**src/design/aluIsaPkg.sv**
```systemverilog
package aluIsaPkg;

    // ========================================================================
    // instruction set
    // ========================================================================

    localparam int OP_WIDTH = 4;

    // logic codes kept from the old logop block.
    typedef enum logic [OP_WIDTH-1:0] {
        OP_ADD = 4'd0,
        OP_SUB = 4'd1,
        OP_SLL = 4'd4,
        OP_SRL = 4'd5,
        OP_SRA = 4'd6,
        OP_XOR = 4'd11,
        OP_OR  = 4'd14,
        OP_AND = 4'd15
    } aluOpE;

    // which datapath unit an opcode goes to.
    typedef enum logic [1:0] {
        UNIT_ARITH = 2'd0,
        UNIT_SHIFT = 2'd1,
        UNIT_LOGIC = 2'd2,
        UNIT_NONE  = 2'd3
    } aluUnitE;

endpackage

```
**src/design/aluStatusPkg.sv**
```systemverilog
package aluStatusPkg;

    // ========================================================================
    // status flags and control states
    // ========================================================================

    typedef struct packed {
        logic zero;
        logic negative;
        logic carry;     // add carry out, no borrow on sub.
        logic overflow;  // signed overflow.
        logic illegal;
    } aluFlagsT;

    typedef enum logic [1:0] {
        IDLE    = 2'd0,
        LAUNCH  = 2'd1,
        COLLECT = 2'd2,
        HOLD    = 2'd3
    } aluStateE;

endpackage

```
**src/design/aluLaunchIf.sv**
```systemverilog
`timescale 1ns/1ps

interface aluLaunchIf #(
    parameter int DATA_WIDTH = 32
);
    import aluIsaPkg::*;

    logic                  valid;  // one cycle pulse.
    logic [OP_WIDTH-1:0]   op;
    logic [DATA_WIDTH-1:0] a;
    logic [DATA_WIDTH-1:0] b;

    // control side drives the launch.
    modport ctrl (
        output valid,
        output op,
        output a,
        output b
    );

    // datapath unit side.
    modport unit (
        input valid,
        input op,
        input a,
        input b
    );

endinterface

```
**src/design/aluControl.sv**
```systemverilog
`timescale 1ns/1ps

module aluControl #(
    parameter int DATA_WIDTH = 32
) (
    input  logic                           soc_clk,
    input  logic                           reset,
    input  logic                           inValid,
    output logic                           inReady,
    input  logic [aluIsaPkg::OP_WIDTH-1:0] inOp,
    input  logic [DATA_WIDTH-1:0]          inA,
    input  logic [DATA_WIDTH-1:0]          inB,
    aluLaunchIf.ctrl                       arithLaunch,
    aluLaunchIf.ctrl                       shiftLaunch,
    aluLaunchIf.ctrl                       logicLaunch,
    input  logic [DATA_WIDTH-1:0]          arithResult,
    input  logic                           arithCarry,
    input  logic                           arithOverflow,
    input  logic                           arithDone,
    input  logic [DATA_WIDTH-1:0]          shiftResult,
    input  logic                           shiftDone,
    input  logic [DATA_WIDTH-1:0]          logicResult,
    input  logic                           logicDone,
    output logic                           outValid,
    input  logic                           outReady,
    output logic [DATA_WIDTH-1:0]          outResult,
    output aluStatusPkg::aluFlagsT         outFlags
);
    import aluIsaPkg::*;
    import aluStatusPkg::*;

    aluStateE              state;
    aluUnitE               unitSel;
    logic [OP_WIDTH-1:0]   opReg;
    logic [DATA_WIDTH-1:0] aReg;
    logic [DATA_WIDTH-1:0] bReg;
    logic [2:0]            launchVec;  // arith, shift, logic.
    logic [DATA_WIDTH-1:0] unitResult;
    aluFlagsT              unitFlags;

    assign inReady  = (state == IDLE);
    assign outValid = (state == HOLD);

    // operands are only captured on an accepted transfer.
    always_ff @(posedge soc_clk) begin
        if (inValid && inReady) begin
            opReg <= inOp;
            aReg  <= inA;
            bReg  <= inB;
        end
    end

    always_comb begin
        case (aluOpE'(opReg))
            OP_ADD, OP_SUB:         unitSel = UNIT_ARITH;
            OP_SLL, OP_SRL, OP_SRA: unitSel = UNIT_SHIFT;
            OP_AND, OP_OR, OP_XOR:  unitSel = UNIT_LOGIC;
            default:                unitSel = UNIT_NONE;
        endcase
    end

    // ========================================================================
    // launch
    // ========================================================================

    assign launchVec[2] = (state == LAUNCH) && (unitSel == UNIT_ARITH);
    assign launchVec[1] = (state == LAUNCH) && (unitSel == UNIT_SHIFT);
    assign launchVec[0] = (state == LAUNCH) && (unitSel == UNIT_LOGIC);

    assign arithLaunch.valid = launchVec[2];
    assign arithLaunch.op    = opReg;
    assign arithLaunch.a     = aReg;
    assign arithLaunch.b     = bReg;

    assign shiftLaunch.valid = launchVec[1];
    assign shiftLaunch.op    = opReg;
    assign shiftLaunch.a     = aReg;
    assign shiftLaunch.b     = bReg;

    assign logicLaunch.valid = launchVec[0];
    assign logicLaunch.op    = opReg;
    assign logicLaunch.a     = aReg;
    assign logicLaunch.b     = bReg;

    // ========================================================================
    // collect and flags
    // ========================================================================

    always_comb begin
        unitResult = '0;
        unitFlags  = '0;
        if (arithDone) begin
            unitResult         = arithResult;
            unitFlags.carry    = arithCarry;
            unitFlags.overflow = arithOverflow;
        end else if (shiftDone) begin
            unitResult = shiftResult;
        end else if (logicDone) begin
            unitResult = logicResult;
        end else begin
            unitFlags.illegal = 1'b1;  // no unit was launched.
        end
        unitFlags.zero     = (unitResult == '0);
        unitFlags.negative = unitResult[DATA_WIDTH-1];
    end

    always_ff @(posedge soc_clk) begin
        if (reset) begin
            state     <= IDLE;
            outResult <= '0;
            outFlags  <= '0;
        end else begin
            case (state)
                IDLE: begin
                    if (inValid) state <= LAUNCH;
                end
                LAUNCH:  state <= COLLECT;
                COLLECT: begin
                    outResult <= unitResult;
                    outFlags  <= unitFlags;
                    state     <= HOLD;
                end
                HOLD: begin
                    if (outReady) state <= IDLE;
                end
                default: state <= IDLE;
            endcase
        end
    end

    doneFollowsLaunch: assert property (@(posedge soc_clk) disable iff (reset)
        (|launchVec) |=> $onehot({arithDone, shiftDone, logicDone}));

    holdStable: assert property (@(posedge soc_clk) disable iff (reset)
        (outValid && !outReady) |=> ($stable(outResult) && $stable(outFlags)));

endmodule

```
**src/design/aluTop.sv**
```systemverilog
`timescale 1ns/1ps

module aluTop #(
    parameter int DATA_WIDTH = 32
) (
    input  logic                           soc_clk,
    input  logic                           reset,
    input  logic                           inValid,
    output logic                           inReady,
    input  logic [aluIsaPkg::OP_WIDTH-1:0] inOp,
    input  logic [DATA_WIDTH-1:0]          inA,
    input  logic [DATA_WIDTH-1:0]          inB,
    output logic                           outValid,
    input  logic                           outReady,
    output logic [DATA_WIDTH-1:0]          outResult,
    output aluStatusPkg::aluFlagsT         outFlags
);
    aluLaunchIf #(.DATA_WIDTH(DATA_WIDTH)) arithLaunch ();
    aluLaunchIf #(.DATA_WIDTH(DATA_WIDTH)) shiftLaunch ();
    aluLaunchIf #(.DATA_WIDTH(DATA_WIDTH)) logicLaunch ();

    logic [DATA_WIDTH-1:0] arithResult;
    logic                  arithCarry;
    logic                  arithOverflow;
    logic                  arithDone;
    logic [DATA_WIDTH-1:0] shiftResult;
    logic                  shiftDone;
    logic [DATA_WIDTH-1:0] logicResult;
    logic                  logicDone;

    aluControl #(.DATA_WIDTH(DATA_WIDTH)) ctrl0 (
        .soc_clk      (soc_clk),
        .reset        (reset),
        .inValid      (inValid),
        .inReady      (inReady),
        .inOp         (inOp),
        .inA          (inA),
        .inB          (inB),
        .arithLaunch  (arithLaunch),
        .shiftLaunch  (shiftLaunch),
        .logicLaunch  (logicLaunch),
        .arithResult  (arithResult),
        .arithCarry   (arithCarry),
        .arithOverflow(arithOverflow),
        .arithDone    (arithDone),
        .shiftResult  (shiftResult),
        .shiftDone    (shiftDone),
        .logicResult  (logicResult),
        .logicDone    (logicDone),
        .outValid     (outValid),
        .outReady     (outReady),
        .outResult    (outResult),
        .outFlags     (outFlags)
    );

    // ========================================================================
    // datapath units
    // ========================================================================

    arithUnit #(.DATA_WIDTH(DATA_WIDTH)) arith0 (
        .soc_clk (soc_clk),
        .reset   (reset),
        .launch  (arithLaunch),
        .result  (arithResult),
        .carry   (arithCarry),
        .overflow(arithOverflow),
        .done    (arithDone)
    );

    shiftUnit #(.DATA_WIDTH(DATA_WIDTH)) shift0 (
        .soc_clk(soc_clk),
        .reset  (reset),
        .launch (shiftLaunch),
        .result (shiftResult),
        .done   (shiftDone)
    );

    logicUnit #(.DATA_WIDTH(DATA_WIDTH)) logic0 (
        .soc_clk(soc_clk),
        .reset  (reset),
        .launch (logicLaunch),
        .result (logicResult),
        .done   (logicDone)
    );

endmodule

```
**src/design/arithUnit.sv**
```systemverilog
`timescale 1ns/1ps

module arithUnit #(
    parameter int DATA_WIDTH = 32
) (
    input  logic                  soc_clk,
    input  logic                  reset,
    aluLaunchIf.unit              launch,
    output logic [DATA_WIDTH-1:0] result,
    output logic                  carry,
    output logic                  overflow,
    output logic                  done
);
    import aluIsaPkg::*;

    localparam int MSB = DATA_WIDTH - 1;

    logic                  isSub;
    logic [DATA_WIDTH-1:0] bIn;
    logic [DATA_WIDTH:0]   sum;
    logic                  sumOverflow;

    // sub is a + ~b + 1 on the same adder.
    assign isSub = (aluOpE'(launch.op) == OP_SUB);
    assign bIn   = isSub ? ~launch.b : launch.b;
    assign sum   = {1'b0, launch.a} + {1'b0, bIn} + {{DATA_WIDTH{1'b0}}, isSub};

    // same operand signs, different result sign.
    assign sumOverflow = (launch.a[MSB] == bIn[MSB]) && (sum[MSB] != launch.a[MSB]);

    always_ff @(posedge soc_clk) begin
        if (launch.valid) begin
            result   <= sum[MSB:0];
            carry    <= sum[DATA_WIDTH];
            overflow <= sumOverflow;
        end
    end

    always_ff @(posedge soc_clk) begin
        if (reset) begin
            done <= 1'b0;
        end else begin
            done <= launch.valid;
        end
    end

    arithOpOnly: assert property (@(posedge soc_clk) disable iff (reset)
        launch.valid |-> (aluOpE'(launch.op) inside {OP_ADD, OP_SUB}));

endmodule

```
**src/design/logicUnit.sv**
```systemverilog
`timescale 1ns/1ps

module logicUnit #(
    parameter int DATA_WIDTH = 32
) (
    input  logic                  soc_clk,
    input  logic                  reset,
    aluLaunchIf.unit              launch,
    output logic [DATA_WIDTH-1:0] result,
    output logic                  done
);
    import aluIsaPkg::*;

    // result holds between launches.
    always_ff @(posedge soc_clk) begin
        if (launch.valid) begin
            case (aluOpE'(launch.op))
                OP_AND:  result <= launch.a & launch.b;
                OP_OR:   result <= launch.a | launch.b;
                OP_XOR:  result <= launch.a ^ launch.b;
                default: result <= '0;
            endcase
        end
    end

    always_ff @(posedge soc_clk) begin
        if (reset) begin
            done <= 1'b0;
        end else begin
            done <= launch.valid;
        end
    end

    // control only routes logic codes here.
    logicOpOnly: assert property (@(posedge soc_clk) disable iff (reset)
        launch.valid |-> (aluOpE'(launch.op) inside {OP_AND, OP_OR, OP_XOR}));

endmodule

```
**src/design/shiftUnit.sv**
```systemverilog
`timescale 1ns/1ps

module shiftUnit #(
    parameter int DATA_WIDTH = 32
) (
    input  logic                  soc_clk,
    input  logic                  reset,
    aluLaunchIf.unit              launch,
    output logic [DATA_WIDTH-1:0] result,
    output logic                  done
);
    import aluIsaPkg::*;

    localparam int SH_WIDTH = $clog2(DATA_WIDTH);

    logic [SH_WIDTH-1:0] amount;

    assign amount = launch.b[SH_WIDTH-1:0];  // upper bits of b ignored.

    always_ff @(posedge soc_clk) begin
        if (launch.valid) begin
            case (aluOpE'(launch.op))
                OP_SLL:  result <= launch.a << amount;
                OP_SRL:  result <= launch.a >> amount;
                OP_SRA:  result <= $signed(launch.a) >>> amount;
                default: result <= '0;
            endcase
        end
    end

    always_ff @(posedge soc_clk) begin
        if (reset) begin
            done <= 1'b0;
        end else begin
            done <= launch.valid;
        end
    end

endmodule

```
**config.mk**
```make
export PLATFORM = sky130hd
export DESIGN_NAME = aluTop
export DESIGN_NICKNAME = d
export VERILOG_FILES = /design/src/design/aluIsaPkg.sv /design/src/design/aluStatusPkg.sv /design/src/design/aluLaunchIf.sv /design/src/design/aluControl.sv /design/src/design/aluTop.sv /design/src/design/arithUnit.sv /design/src/design/logicUnit.sv /design/src/design/shiftUnit.sv
export SDC_FILE = /design/constraint.sdc
export NUM_CORES = 1
export LEC_CHECK = 0
export BUFFER_PORTS_ARGS = -buffer_cell sky130_fd_sc_hd__buf_4
export CORE_ASPECT_RATIO = 0.6
export CORE_MARGIN = 1.5
export CORE_UTILIZATION = 60
export DETAILED_ROUTE_END_ITERATION = 10
export PLACE_DENSITY_LB_ADDON = 0.08
export SETUP_SLACK_MARGIN = 0.15
export SYNTH_ARGS = -nofsm -noshare
export SYNTH_HDL_FRONTEND = slang
export SYNTH_SLANG_ARGS = --single-unit
```
**constraint.sdc**
```tcl
create_clock -name soc_clk -period 5.05 [get_ports soc_clk]
set_clock_uncertainty 0.1 [all_clocks]
set_input_delay 0 -clock soc_clk [delete_from_list [all_inputs] [get_ports soc_clk]]
set_output_delay 0 -clock soc_clk [all_outputs]
set_load 0.005 [all_outputs]
```
* Word-level counts from Yosys, hierarchy flattened
Memories as Yosys holds them, arrays and structs flattened. A register that Yosys moved wholly into a read port is not among the register bits.
Cells that the tools add are included.
Widths: inputs -> output; s select.
** Storage, ports and cells
- Input port bits :: 72
- Register bits after elaboration :: 208
- Memories kept :: 1
- Output and inout bits :: 39
- Bits in read-only memories :: 32
** Memory list
- (name not given) :: words 16, bits a word 2, read ports 1, clocked after memory_dff 1, wr ports 0, line aluControl.sv:54 : case (aluOpE'(opReg))
** Cells by class
- Eq/ne operators :: 16
- Bitwise logic cells :: 4
- Add/subtract/negate cells :: 2
- Mux-type cells :: 14
- Reduce and logical (&&, ||, !) cells :: 9
- Shifts and indexed selects :: 3
** Operators with widths (count)
- $pmux 32 s3 :: 2
- $mux 32 :: 4
- $add 32x32->33 :: 1
- $add 33x1->33 :: 1
- $and 32x32->32 :: 1
- $logic_not 32->1 :: 1
- $not 32->32 :: 1
- $or 32x32->32 :: 1
- $shl 32x5->32 :: 1
- $shr 32x5->32 :: 1
- $sshr 32x5->32 :: 1
- $xor 32x32->32 :: 1
- $eq 4x3->1 const B :: 3
- $eq 4x4->1 const B :: 3
- $pmux 2 s4 :: 1
- $eq 2x2->1 const B :: 3
- $mux 2 :: 3
- $logic_and 1x1->1 :: 5
- $eq 2x1->1 const B :: 2
- $eq 4x1->1 const B :: 1
- $logic_not 2->1 :: 2
- $mux 4 :: 1
- $mux 1 :: 3
- $ne 2x1->1 const B :: 1
- 4 further kinds :: 4

* Logic depth before layout (Yosys ltp)
Gate-level depths: netlist (run 1).
- Depth after elaboration :: 6
- Depth in mapped cells :: 14
- Mapped depth without buffers :: 11

* Hierarchy
A second synthesis (run 1) with hierarchy kept.
** Unflattened totals
- Cells, all modules :: 1614
- Area total of the unflattened synthesis :: 16170.5 um^2
** Modules (own cells, without submodules)
- aluControl :: seq. area each 2842.7 um^2, area each 5495.3 um^2, cells an instance 498, instances 1
- shiftUnit :: seq. area each 980.9 um^2, area each 4974.8 um^2, cells an instance 586, instances 1
- arithUnit :: seq. area each 1041.0 um^2, area each 3031.7 um^2, cells an instance 292, instances 1
- logicUnit :: seq. area each 980.9 um^2, area each 2668.8 um^2, cells an instance 238, instances 1

* Worst setup path before layout (run 1)
No wires, ideal clock.
- Kind :: reg-to-reg
- Start :: register ctrl0.opReg[1] (netlist: ctrl0.arithLaunch.op[1])
- End :: register arith0.carry, data pin
- Arrival time :: 3.429 ns
- Buffers on the path :: 4
- Slack :: 1.261 ns
- Data required time :: 4.689 ns
- Cell stages (with the launch flop) :: 15
- Path through :: edfxtp_1 > buf_2 > nor4b_2 > buf_4 > clkbuf_1 > xnor2_1 > ha_1 > buf_6 > a21oi_2 > nor2b_1 > o21a_1 > or4_4 > a41oi_2 > o21ai_2 > a221o_1
** Between the ends
- Longest elaborated chain between the ends :: 4
** RTL lines
- start, declared :: line aluControl.sv:34 : logic [OP_WIDTH-1:0] opReg;
- start signal, assigned :: line aluControl.sv:47 : opReg <= inOp;
- $eq 4x1->1 (*) :: line arithUnit.sv:24 : assign isSub = (aluOpE'(launch.op) == OP_SUB);
- $mux 32 :: line arithUnit.sv:25 : assign bIn = isSub ? ~launch.b : launch.b;
- $add 32x32->33 :: line arithUnit.sv:26 : assign sum = {1'b0, launch.a} + {1'b0, bIn} + {{DATA_WIDTH{1'b0}}, isSub};
- $add 33x1->33 (*) :: line arithUnit.sv:26
- via arith0.sum[32] :: line arithUnit.sv:20 : logic [DATA_WIDTH:0] sum;
- end signal, assigned :: line arithUnit.sv:34 : carry <= sum[DATA_WIDTH];
- end, declared :: line arithUnit.sv:10 : output logic carry,
The timed path passes the listed nets; every way through them passes the cells marked *.
A chain may end at the register's enable or synchronous reset.

* Final worst setup path (run 1)
- Start :: register ctrl0.opReg[1] (netlist: ctrl0.arithLaunch.op[1])
- End :: register arith0.result[24], data pin
** Between the ends
- Longest elaborated chain between the ends :: 4
** RTL lines
- $eq 4x1->1 (*) :: line arithUnit.sv:24
- $mux 32 :: line arithUnit.sv:25
- $add 32x32->33 :: line arithUnit.sv:26
- $add 33x1->33 (*) :: line arithUnit.sv:26
- via arith0.sum[24] :: line arithUnit.sv:20
- end signal, assigned :: line arithUnit.sv:33 : result <= sum[MSB:0];
- end, declared :: line arithUnit.sv:9 : output logic [DATA_WIDTH-1:0] result,
Marked as above.

==> results of run 1 <==
## worst max path at each step
| stage | endpoint | slack, ns | cells past startpoint |
|---|---|---|---|
| after global placement | arith0.carry | 1.14 | 11 |
| final | arith0.result[24] | 0.96 | 12 |
| after global routing | arith0.result[24] | 0.82 | 12 |
| after floorplan | arith0.carry | 1.26 | 14 |
| after detailed placement | arith0.carry | 1.03 | 11 |
| after CTS | arith0.carry | 1.0 | 11 |
## final cells by class
type / instances / area [um^2]
diodes: 1 / 2.50
clock buffers: 28 / 562
clock inverters: 10 / 71.3
fillers: 1613 / 6630
inverters: 77 / 289
multi-input cells: 1055 / 7890
flip-flops and latches: 209 / 5850
well taps: 315 / 394
repair buffers: 205 / 1720
## worst register-to-register path, cell delays in order (launching register included)
cell       delay, ns
edfxtp_1        0.55
nor4b_4         0.34
buf_4           0.52
xnor2_1         0.24
inv_1           0.09
fa_1            0.42
nor2b_1         0.24
o2111ai_2       0.15
a211oi_1        0.41
or4_4           0.22
a41oi_2         0.18
o21ai_0         0.28
xor2_1          0.12
## kinds of logic (layout without fill, tap and decap cells)
family / count (synthesis) / after routing / synth area share, %
simple gates: 367 / 367 / 11.3
mux: 136 / 136 / 13.0
other cells: 0 / 1 / 0
flops: 209 / 209 / 40.4
xor+xnor: 63 / 63 / 3.81
compound gates: 388 / 388 / 17.5
fa+ha+maj: 101 / 101 / 8.79
buf+inv: 184 / 320 / 5.23
## sequential cells by signal (all words and copies together), names as in the netlist
register	count
ctrl0.arithLaunch.a	32
arith0.result	32
arith0.carry	1
ctrl0.outFlags	5
shift0.done	1
logic0.result	32
arith0.overflow	1
logic0.done	1
shift0.result	32
ctrl0.unitSel	2
ctrl0.outResult	31
ctrl0.arithLaunch.op	4
arith0.done	1
ctrl0.state	2
ctrl0.arithLaunch.b	32
## timing repair
item,in CTS,in global routing
endpoints found under the hold margin,111,0
hold buffers,72,0
gates resized for setup,0,0
setup endpoints to repair,0,0
## per-stage QoR
stage	hold WS [ns]	instance area [um^2]	setup WS, ns	util [%]	total power, mW
2_1_floorplan	-0.00113	14500	1.26	-	5.55
3_3_place_gp	0.0778	15400	1.14	65.9	6.88
3_5_place_dp	0.0793	15400	1.03	65.9	6.95
4_1_cts	0.0714	16800	1.00	71.7	8.50
5_1_grt	0.0808	16800	0.821	71.7	9.10
6_report	0.0854	16800	0.961	71.7	8.81
## metal layers
layer	GRT usage (%)	up-vias	wire length, um
met2	57.2	1080	20600
met4	6.85	4	1180
li1	-	5596	-
met1	61.2	6073	21500
met5	0	-	18
met3	16.2	128	8610
## power by group
group          total (mW)  switching (mW)  leakage [nW]  internal (mW)
Combinational        4.58            2.92          4.31           1.66
Clock                1.52           0.724         0.313          0.797
Sequential           2.71           0.369          1.89           2.34
## cells in the final DEF (no fill, tap or decap), types with 11 or more instances in the layout
cell type        n
clkbuf_16       21
o21ai_0        129
a211oi_1        23
edfxtp_1       166
nor2_1         147
a31oi_1         14
mux4_2          41
ha_1            99
nand2_1        120
inv_1           74
dfxtp_1         42
a21oi_1         60
buf_4          133
dlygate4sd3_1   72
o211ai_1        13
mux2i_1         86
nor3_1          22
a21o_1          11
xnor2_1         50
xor2_1          13
a22oi_1         71
==> impl_metrics.py, run 1 <==
metrics = {
    "route": {
        "routedWlPerCell_um": 27.3,
        "vias": 12900,
        "antenna_left": 0,
        "drc_errors": 0,
        "first_pass_iters": 7,
        "drt_wl_total_um": 51900,
        "viasPerCell": 6.78,
        "drt_iter0_drc": 2226,
    },
    "yosys": {
        "syn_nets": 1621,
        "ys_warn_count": 0,
        "synth.ff_latch_count": 209,
        "synth_top_area_cell": "edfxtp_1",
        "yosysMostFrequentCell": "edfxtp_1",
        "synth.avg_cell_area_um2": 9.99,
        "synth_sequential_area_ratio_pct": 40.4,
        "synth_common_cells": "edfxtp_1, nor2_1, o21ai_0, nand2_1, ha_1",
        "synth_top_area_share_pct": 34.5,
        "synth_cells": 1448,
        "synth_ff_type": "edfxtp_1",
        "ys_types": 70,
        "async_flop_share_pct": 0,
        "synth.area.top_cells": "edfxtp_1, ha_1, mux4_2, dfxtp_1, mux2i_1",
        "synth_edf_count": 166,
        "netlist_area_um2": 14500,
    },
    "clock_tree": {
        "h-tree-depth": 1,
        "postCtsSetupRepairBufs": 0,
        "cts_tree": "built",
        "path_clk_slew_ns": 0.07,
        "clockBufferDepth": 3,
        "cts_buffers": 21,
        "root_buffer": "clkbuf_16",
        "clk_latency_ns": 0.54,
        "cts.sinks": 209,
    },
    "floorplan": {
        "rows": 43,
        "dieHeight_um": 123,
        "io_pins": 111,
        "dieArea_um2": 25100,
        "core_area_um2": 23400,
        "die_x_um": 203,
        "initial_core_util_pct": 61.8,
    },
    "critical_path": {
        "crit-reg2reg-capture": "arith0.result[24]",
        "crit_buf_inv": 2,
        "r2r_start": "ctrl0.arithLaunch.op[1]",
        "worstSetupPathType": "reg -> reg",
        "cpMaxStageDelayCell": "edfxtp_1",
        "start_kind": "flip-flop",
        "r2r_cells": 12,
        "cp-end-kind": "flip-flop",
        "max_stage_delay_ns": 0.55,
        "cp_top_family": "compound AO/OA/AOI/OAI gates",
        "critical_path_arrival_ns": 4.26,
        "r2r_slack_ns": 0.96,
        "crit_required_ns": 5.22,
        "critPathLaunch": "ctrl0.arithLaunch.op[1]",
        "critical_path.cell_chain": "nor4b_4 -> buf_4 -> xnor2_1 -> inv_1 -> fa_1 -> nor2b_1 -> o2111ai_2 -> a211oi_1 -> or4_4 -> a41oi_2 -> o21ai_0 -> xor2_1",
        "worstPathMaxFanout": 33,
    },
    "flow_run": {
        "max_cap_violations": 0,
    },
    "timing": {
        "hold_viol_final": 0,
        "setup_tns_ns": 0,
        "finalSetupViolations": 0,
        "worst_pin_slew_ns": 1.13,
        "fin_crit_sh_pct": 81.0,
        "min_period_ns": 4.09,
        "max_slew_margin_pct": 24.7,
        "rsz0062_at_grt": "no",
        "slew_violations": 0,
        "fmax_mhz": 245,
    },
    "hold_path": {
        "min_delay_path_depth": 2,
        "hold_end": "ctrl0.arithLaunch.a[9]",
        "hp-start": "inA[9]",
        "hp-class": "in -> reg",
    },
    "power": {
        "ir_worst_vdd_mv": 0.397,
        "p_leak_nw": 6.52,
        "p_per_area_nw_per_um2": 525,
    },
    "layout": {
        "syn_to_final_growth_pct": 16.0,
        "nets": 1742,
        "stdcell_count": 1900,
        "drive_gt1_share_pct": 15.0,
    },
    "outcome": {
        "status": "finished, final reports clean",
    },
    "global_routing": {
        "gr-usage-all-layers_pct": 41.2,
        "grt_overflow_total": 0,
        "grt_max_degree": 84,
        "grt_pass1_wl_um": 75300,
        "grt_pass1_vias": 11700,
        "antenna_found_initial": 4,
    },
    "placement": {
        "place_congestion": 1.05,
        "numPortBuffers": 110,
        "dp_hpwl_um": 36900,
        "place_inst": 1789,
    },
}
No activity file was read; power rests on OpenSTA's default activity.
==> run 2, diff against run 1 <==
--- a/config.mk
+++ b/config.mk
@@ -8,7 +8,7 @@
 export BUFFER_PORTS_ARGS = -buffer_cell sky130_fd_sc_hd__buf_4
 export CORE_ASPECT_RATIO = 0.6
 export CORE_MARGIN = 1.5
-export CORE_UTILIZATION = 60
+export CORE_UTILIZATION = 56
 export DETAILED_ROUTE_END_ITERATION = 10
 export PLACE_DENSITY_LB_ADDON = 0.08
 export SETUP_SLACK_MARGIN = 0.15
==> constraint.sdc (replaced) <==
create_clock -name soc_clk -period 3.3 [get_ports soc_clk]
set_clock_uncertainty 0.1 [all_clocks]
set_input_delay 0 -clock soc_clk [delete_from_list [all_inputs] [get_ports soc_clk]]
set_output_delay 0 -clock soc_clk [all_outputs]
set_load 0.005 [all_outputs]
==> run 2 against run 1 <==
Compared with the run above:
- the run now ends with negative setup slack left
- critical path depth did not move
- maximum frequency is 20% higher
- combinational power is 96% higher
- count of clock-buffer cells in the layout decreased by 4
- utilization rose by 1.4 points
- register-to-register slack worse by 1.1 ns
- hold slack lost 0.044 ns
- die area rose by 7.0%
- sequential cell count stayed put
==> impl_metrics.py, run 2 (synthesized netlist as in run 1, its figures left out) <==
metrics = {
    "critical_path": {
        "max_stage_delay_ns": 0.56,
        "r2r_start": "ctrl0.arithLaunch.op[1]",
        "cp-end-kind": "flip-flop",
        "start_kind": "flip-flop",
        "crit_required_ns": 3.47,
        "critPathLaunch": "ctrl0.arithLaunch.op[1]",
        "critical_path_arrival_ns": 3.57,
        "cpMaxStageDelayCell": "or4_4",
        "worstPathMaxFanout": 8,
        "critical_path.cell_chain": "nor4b_4 -> buf_6 -> buf_12 -> xnor2_2 -> ha_1 -> a21oi_2 -> nor2b_1 -> o21a_1 -> or4_4 -> a41oi_4 -> o21ai_2 -> a221o_1",
        "worstSetupPathType": "reg -> reg",
    },
    "floorplan": {
        "die_x_um": 210,
        "io_pins": 111,
        "core_area_um2": 25300,
        "dieArea_um2": 26800,
        "rows": 45,
        "dieHeight_um": 128,
        "initial_core_util_pct": 57.1,
    },
    "outcome": {
        "violations": "negative setup slack",
        "status": "finished with violations",
    },
    "layout": {
        "drive_gt1_share_pct": 26.0,
        "fillers": 1784,
        "antenna_cells": 0,
        "layout_commonest_cell": "buf_4",
        "syn_to_final_growth_pct": 27.9,
        "nets": 1911,
        "layout_common_cells": "buf_4, edfxtp_1, nor2_1",
    },
    "clock_tree": {
        "cts_buffers": 21,
        "h-tree-depth": 1,
        "path_clk_slew_ns": 0.08,
        "root_buffer": "clkbuf_16",
        "clk_latency_ns": 0.57,
        "cts_tree": "built",
        "clockBufferDepth": 3,
        "cts.sinks": 209,
    },
    "placement": {
        "place_congestion": 1.04,
        "numPortBuffers": 110,
        "dp_hpwl_um": 39500,
        "pre_cts_slack_ns": -0.115,
    },
    "hold_path": {
        "hp-class": "in -> reg",
        "hp-start": "inB[2]",
    },
    "global_routing": {
        "grt_pass1_vias": 12100,
        "gr-usage-all-layers_pct": 39.9,
        "grt_overflow_total": 0,
        "grt_max_degree": 84,
        "antenna_found_initial": 4,
        "grt_pass1_wl_um": 78500,
    },
    "timing": {
        "fmax_mhz": 294,
        "timing.final.ws_setup_ns": -0.106,
        "hold_viol_final": 0,
        "rsz0062_at_grt": "yes",
        "min_period_ns": 3.41,
        "fin_crit_sh_pct": 103,
        "slew_violations": 0,
        "max_slew_margin_pct": 41.6,
        "finalSetupViolations": 10,
        "worst_pin_slew_ns": 0.876,
    },
    "power": {
        "p_total_mw": 15.3,
        "p_leak_nw": 7.45,
        "ir_worst_vdd_mv": 0.646,
        "p_per_area_nw_per_um2": 824,
    },
    "route": {
        "antenna_left": 0,
        "drc_errors": 0,
        "first_pass_iters": 6,
        "vias": 13400,
        "viasPerCell": 6.45,
        "drt_iter0_drc": 2005,
        "drt_wl_total_um": 53900,
        "routedWlPerCell_um": 25.9,
    },
    "flow_run": {
        "max_cap_violations": 0,
    },
}
[run 2: cell count changes in the layout (fill, tap and decap cells not counted), sizes merged]
cell | before | now
buf | 133 | 302
diode | 1 | 0
clkinvlp | 0 | 3
clkbuf | 28 | 24
inv | 79 | 78
[run 2: cell type report]
type,count,area [um^2],area share (%)
clock inverter,12,68.8,0.372
sequential,209,5850,31.6
inverter,77,289,1.56
tap,329,412,2.22
multi-input combinational,1055,8230,44.5
timing repair buffer,374,3120,16.8
clock buffer,24,537,2.90
[run 2: timing repair]
action,4_1_cts,5_1_grt
gates resized for setup,26,47
gates cloned,1,0
hold endpoints to repair,111,0
pin swaps,16,16
endpoints found under the setup margin,18,25
hold buffers,72,0
buffers inserted,12,10
[run 2: metrics by stage]
| stage | hold slack (ns) | instances | TNS (ns) | cell area [um^2] | util (%) |
|---|---|---|---|---|---|
| after floorplan | -0.00113 | 1448 | -0.179 | 14600 | - |
| after global placement | 0.0778 | 1949 | -0.158 | 16600 | 65.6 |
| after detailed placement | 0.0792 | 1949 | -0.510 | 16600 | 65.6 |
| after CTS | 0.0399 | 2070 | -0.0365 | 18200 | 71.8 |
| after global routing | 0.0562 | 2080 | -1.71 | 18500 | 73.0 |
| final | 0.0413 | 2080 | -0.509 | 18500 | 73.0 |
[run 2: critical path: cells and delay by family (launching register included)]
family                   cells  cell delay (ns)
AO/OA/AOI/OAI                5             0.96
AND/OR/NAND/NOR              3             0.94
flip-flops                   1             0.43
buffers and inverters        2             0.32
adder cells (fa/ha/maj)      1             0.26
XOR/XNOR                     1             0.12
[run 2: where the power goes]
group / leakage, nW / switching, mW / internal, mW
clock: 0.286 / 1.07 / 1.17
sequential: 1.89 / 0.468 / 3.58
combinational: 5.27 / 5.16 / 3.81
total: 7.45 / 6.70 / 8.56
[run 2: per-layer routing]
| metal | wire length (um) | GRT usage [%] |
|---|---|---|
| met4 | 1130 | 7.14 |
| met3 | 8720 | 18.4 |
| met2 | 20900 | 52.8 |
| met5 | 114 | 0 |
| met1 | 23000 | 59.5 |
[run 2: path summary, 6_finish.rpt]
check                                 to  slack, ns  cells past startpoint
setup / recovery            arith0.carry      -0.11                     12
hold / removal    ctrl0.arithLaunch.b[2]       0.04                      2
setup reg to reg            arith0.carry      -0.11                     12
hold reg to reg        ctrl0.outFlags[2]       0.38                      2
==> run 3, diff against run 2 <==
--- a/config.mk
+++ b/config.mk
@@ -7,7 +7,7 @@
 export LEC_CHECK = 0
 export BUFFER_PORTS_ARGS = -buffer_cell sky130_fd_sc_hd__buf_4
 export CORE_ASPECT_RATIO = 0.6
-export CORE_MARGIN = 1.5
+export CORE_MARGIN = 1
 export CORE_UTILIZATION = 56
 export DETAILED_ROUTE_END_ITERATION = 10
 export PLACE_DENSITY_LB_ADDON = 0.08
==> run 3 against run 2 <==
Compared with the run above:
- non-clock buffer count increased by 8
- combinational power is 0.7% higher
- hold slack better by 0.045 ns
- global-route usage down 0.058 points
- the run still ends with negative setup slack left
- critical path depth unchanged
- critical endpoint unchanged
- routed wire length is 0.52% lower
- design area increased by 0.82%
- die area is 1.3% lower
==> impl_metrics.py, run 3 (synthesized netlist as in run 1, its figures left out) <==
metrics = {
    "route": {
        "drc_errors": 0,
        "drt_wl_total_um": 53600,
        "viasPerCell": 6.34,
        "first_pass_iters": 9,
        "routedWlPerCell_um": 25.7,
        "drt_iter0_drc": 1957,
        "vias": 13200,
        "antenna_left": 0,
    },
    "layout": {
        "layout_common_cells": "buf_4, edfxtp_1, nor2_1",
        "syn_to_final_growth_pct": 29.0,
        "fillers": 1771,
        "finish.utilization_pct": 73.6,
        "layout_commonest_cell": "buf_4",
        "stdcell_count": 2088,
        "final-seq-area_um2": 5850,
        "nets": 1918,
        "drive_gt1_share_pct": 26.8,
        "multiInputGateArea_um2": 8260,
        "antenna_cells": 0,
    },
    "timing": {
        "fmax_mhz": 289,
        "hold_viol_final": 0,
        "timing.final.ws_setup_ns": -0.160,
        "rsz0062_at_grt": "yes",
        "worst_pin_slew_ns": 0.840,
        "fin_crit_sh_pct": 105,
        "slew_violations": 0,
        "min_period_ns": 3.46,
        "finalSetupViolations": 8,
        "setup_tns_ns": -0.571,
        "max_slew_margin_pct": 44.0,
    },
    "critical_path": {
        "critical_path.cell_chain": "nor4b_4 -> buf_6 -> buf_12 -> xnor2_2 -> ha_1 -> a21o_1 -> a21oi_2 -> a211oi_2 -> or4_4 -> a41oi_4 -> o21ai_2 -> a221o_1",
        "cp_top_family": "compound AO/OA/AOI/OAI gates",
        "start_kind": "flip-flop",
        "cpMaxStageDelayCell": "or4_4",
        "crit-reg2reg-capture": "arith0.carry",
        "crit_buf_inv": 2,
        "crit_required_ns": 3.47,
        "r2r_start": "ctrl0.arithLaunch.op[2]",
        "r2r_cells": 12,
        "critical_path_arrival_ns": 3.63,
        "path_depth": 12,
        "r2r_slack_ns": -0.16,
        "worstSetupPathType": "reg -> reg",
        "cp-end-kind": "flip-flop",
        "max_stage_delay_ns": 0.54,
        "worstPathMaxFanout": 8,
        "critPathLaunch": "ctrl0.arithLaunch.op[2]",
        "cp-endpoint": "arith0.carry",
    },
    "power": {
        "internal_power_mw": 8.70,
        "p_per_area_nw_per_um2": 826,
        "p_leak_nw": 7.55,
        "p_total_mw": 15.4,
        "power_frac_seq_pct": 26.2,
        "switching_share_pct": 43.5,
        "ir_worst_vdd_mv": 0.555,
        "switchingPower_mw": 6.70,
        "pwr-share-clk_pct": 15.2,
        "pwr-share-comb_pct": 58.6,
    },
    "global_routing": {
        "grt_overflow_total": 0,
        "gr-usage-all-layers_pct": 39.9,
        "grt_pass1_wl_um": 77300,
        "grt_max_degree": 84,
        "grt_pass1_vias": 12200,
        "antenna_found_initial": 1,
    },
    "hold_path": {
        "hp-class": "in -> reg",
    },
    "floorplan": {
        "dieArea_um2": 26500,
        "initial_core_util_pct": 57.1,
        "dieHeight_um": 127,
        "rows": 45,
        "core_area_um2": 25300,
        "die_x_um": 209,
        "io_pins": 111,
    },
    "clock_tree": {
        "cts_buffers": 20,
        "root_buffer": "clkbuf_16",
        "path_clk_slew_ns": 0.07,
        "cts_tree": "built",
        "clockBufferDepth": 3,
        "h-tree-depth": 1,
        "clk_latency_ns": 0.53,
        "cts.sinks": 209,
    },
    "outcome": {
        "status": "finished with violations",
        "violations": "negative setup slack",
    },
    "placement": {
        "dp_hpwl_um": 39400,
        "place_inst": 1946,
        "numPortBuffers": 110,
        "place_congestion": 1.04,
    },
    "flow_run": {
        "max_cap_violations": 0,
    },
}
==> run 3: worst reg2reg max path, delay by kind of cell (launching register included) <==
| family | cells | cell delay [ns] |
|---|---|---|
| AOI/OAI and AO/OA | 6 | 1.07 |
| and+or+nand+nor | 2 | 0.86 |
| DFF | 1 | 0.44 |
| buffers and inverters | 2 | 0.33 |
| adders and majority gates | 1 | 0.32 |
| xor gates and xnor gates | 1 | 0.08 |
==> run 3: how the worst min path moves through the flow <==
stage | startpoint | end | slack [ns] | depth (start not counted)
4_1_cts | inA[30] | ctrl0.arithLaunch.a[30] | 0.07 | 2
6_report | inA[22] | ctrl0.arithLaunch.a[22] | 0.09 | 2
3_3_place_gp | inB[1] | ctrl0.arithLaunch.b[1] | 0.08 | 1
5_1_grt | inA[22] | ctrl0.arithLaunch.a[22] | 0.08 | 2
2_1_floorplan | inA[0] | ctrl0.arithLaunch.a[0] | -0.001 | 0
3_5_place_dp | inB[3] | ctrl0.arithLaunch.b[3] | 0.08 | 1
==> run 3: what timing repair did <==
item                                    4_1_cts  5_1_grt
hold endpoints to repair                    111        0
hold buffers                                 71        0
gates cloned                                  1        0
setup buffers                                26        8
pin swaps                                    28       17
endpoints found under the setup margin       19       22
resized for setup                            39       31
==> run 3: per-layer routing <==
| layer | GRT usage (%) | up-vias | share of wire, % |
|---|---|---|---|
| met5 | 1.81 | - | 0.17 |
| met4 | 12.9 | 4 | 3.3 |
| met3 | 19.8 | 118 | 16 |
| met2 | 51.9 | 870 | 38 |
| met1 | 56.7 | 6309 | 42 |
| li1 | - | 5935 | - |
==> run 3: cell type report <==
type	count	share of cell area, %
Clock buffer	25	2.96
Clock inverter	11	0.577
Inverter	77	1.55
Multi-Input combinational cell	1055	44.3
Sequential cell	209	31.3
Tap cell	329	2.21
Timing Repair Buffer	382	17.1
==> run 3: metrics by stage <==
stage / setup WS [ns] / area (um^2) / hold WS (ns)
2_1_floorplan: -0.155 / 14600 / -0.00113
3_3_place_gp: -0.168 / 16600 / 0.0781
3_5_place_dp: -0.269 / 16600 / 0.0792
4_1_cts: -0.0653 / 18400 / 0.0725
5_1_grt: -0.253 / 18700 / 0.0820
6_report: -0.160 / 18700 / 0.0859
==> run 3: power by group through the flow <==
stage	combinational, mW	sequential (mW)	clock [mW]
after CTS	8.26	4.00	2.35
final	9.03	4.03	2.34
after global placement	7.67	4.04	0
after floorplan	4.69	3.88	0
after detailed placement	7.76	4.06	0
after global routing	9.47	4.05	2.44
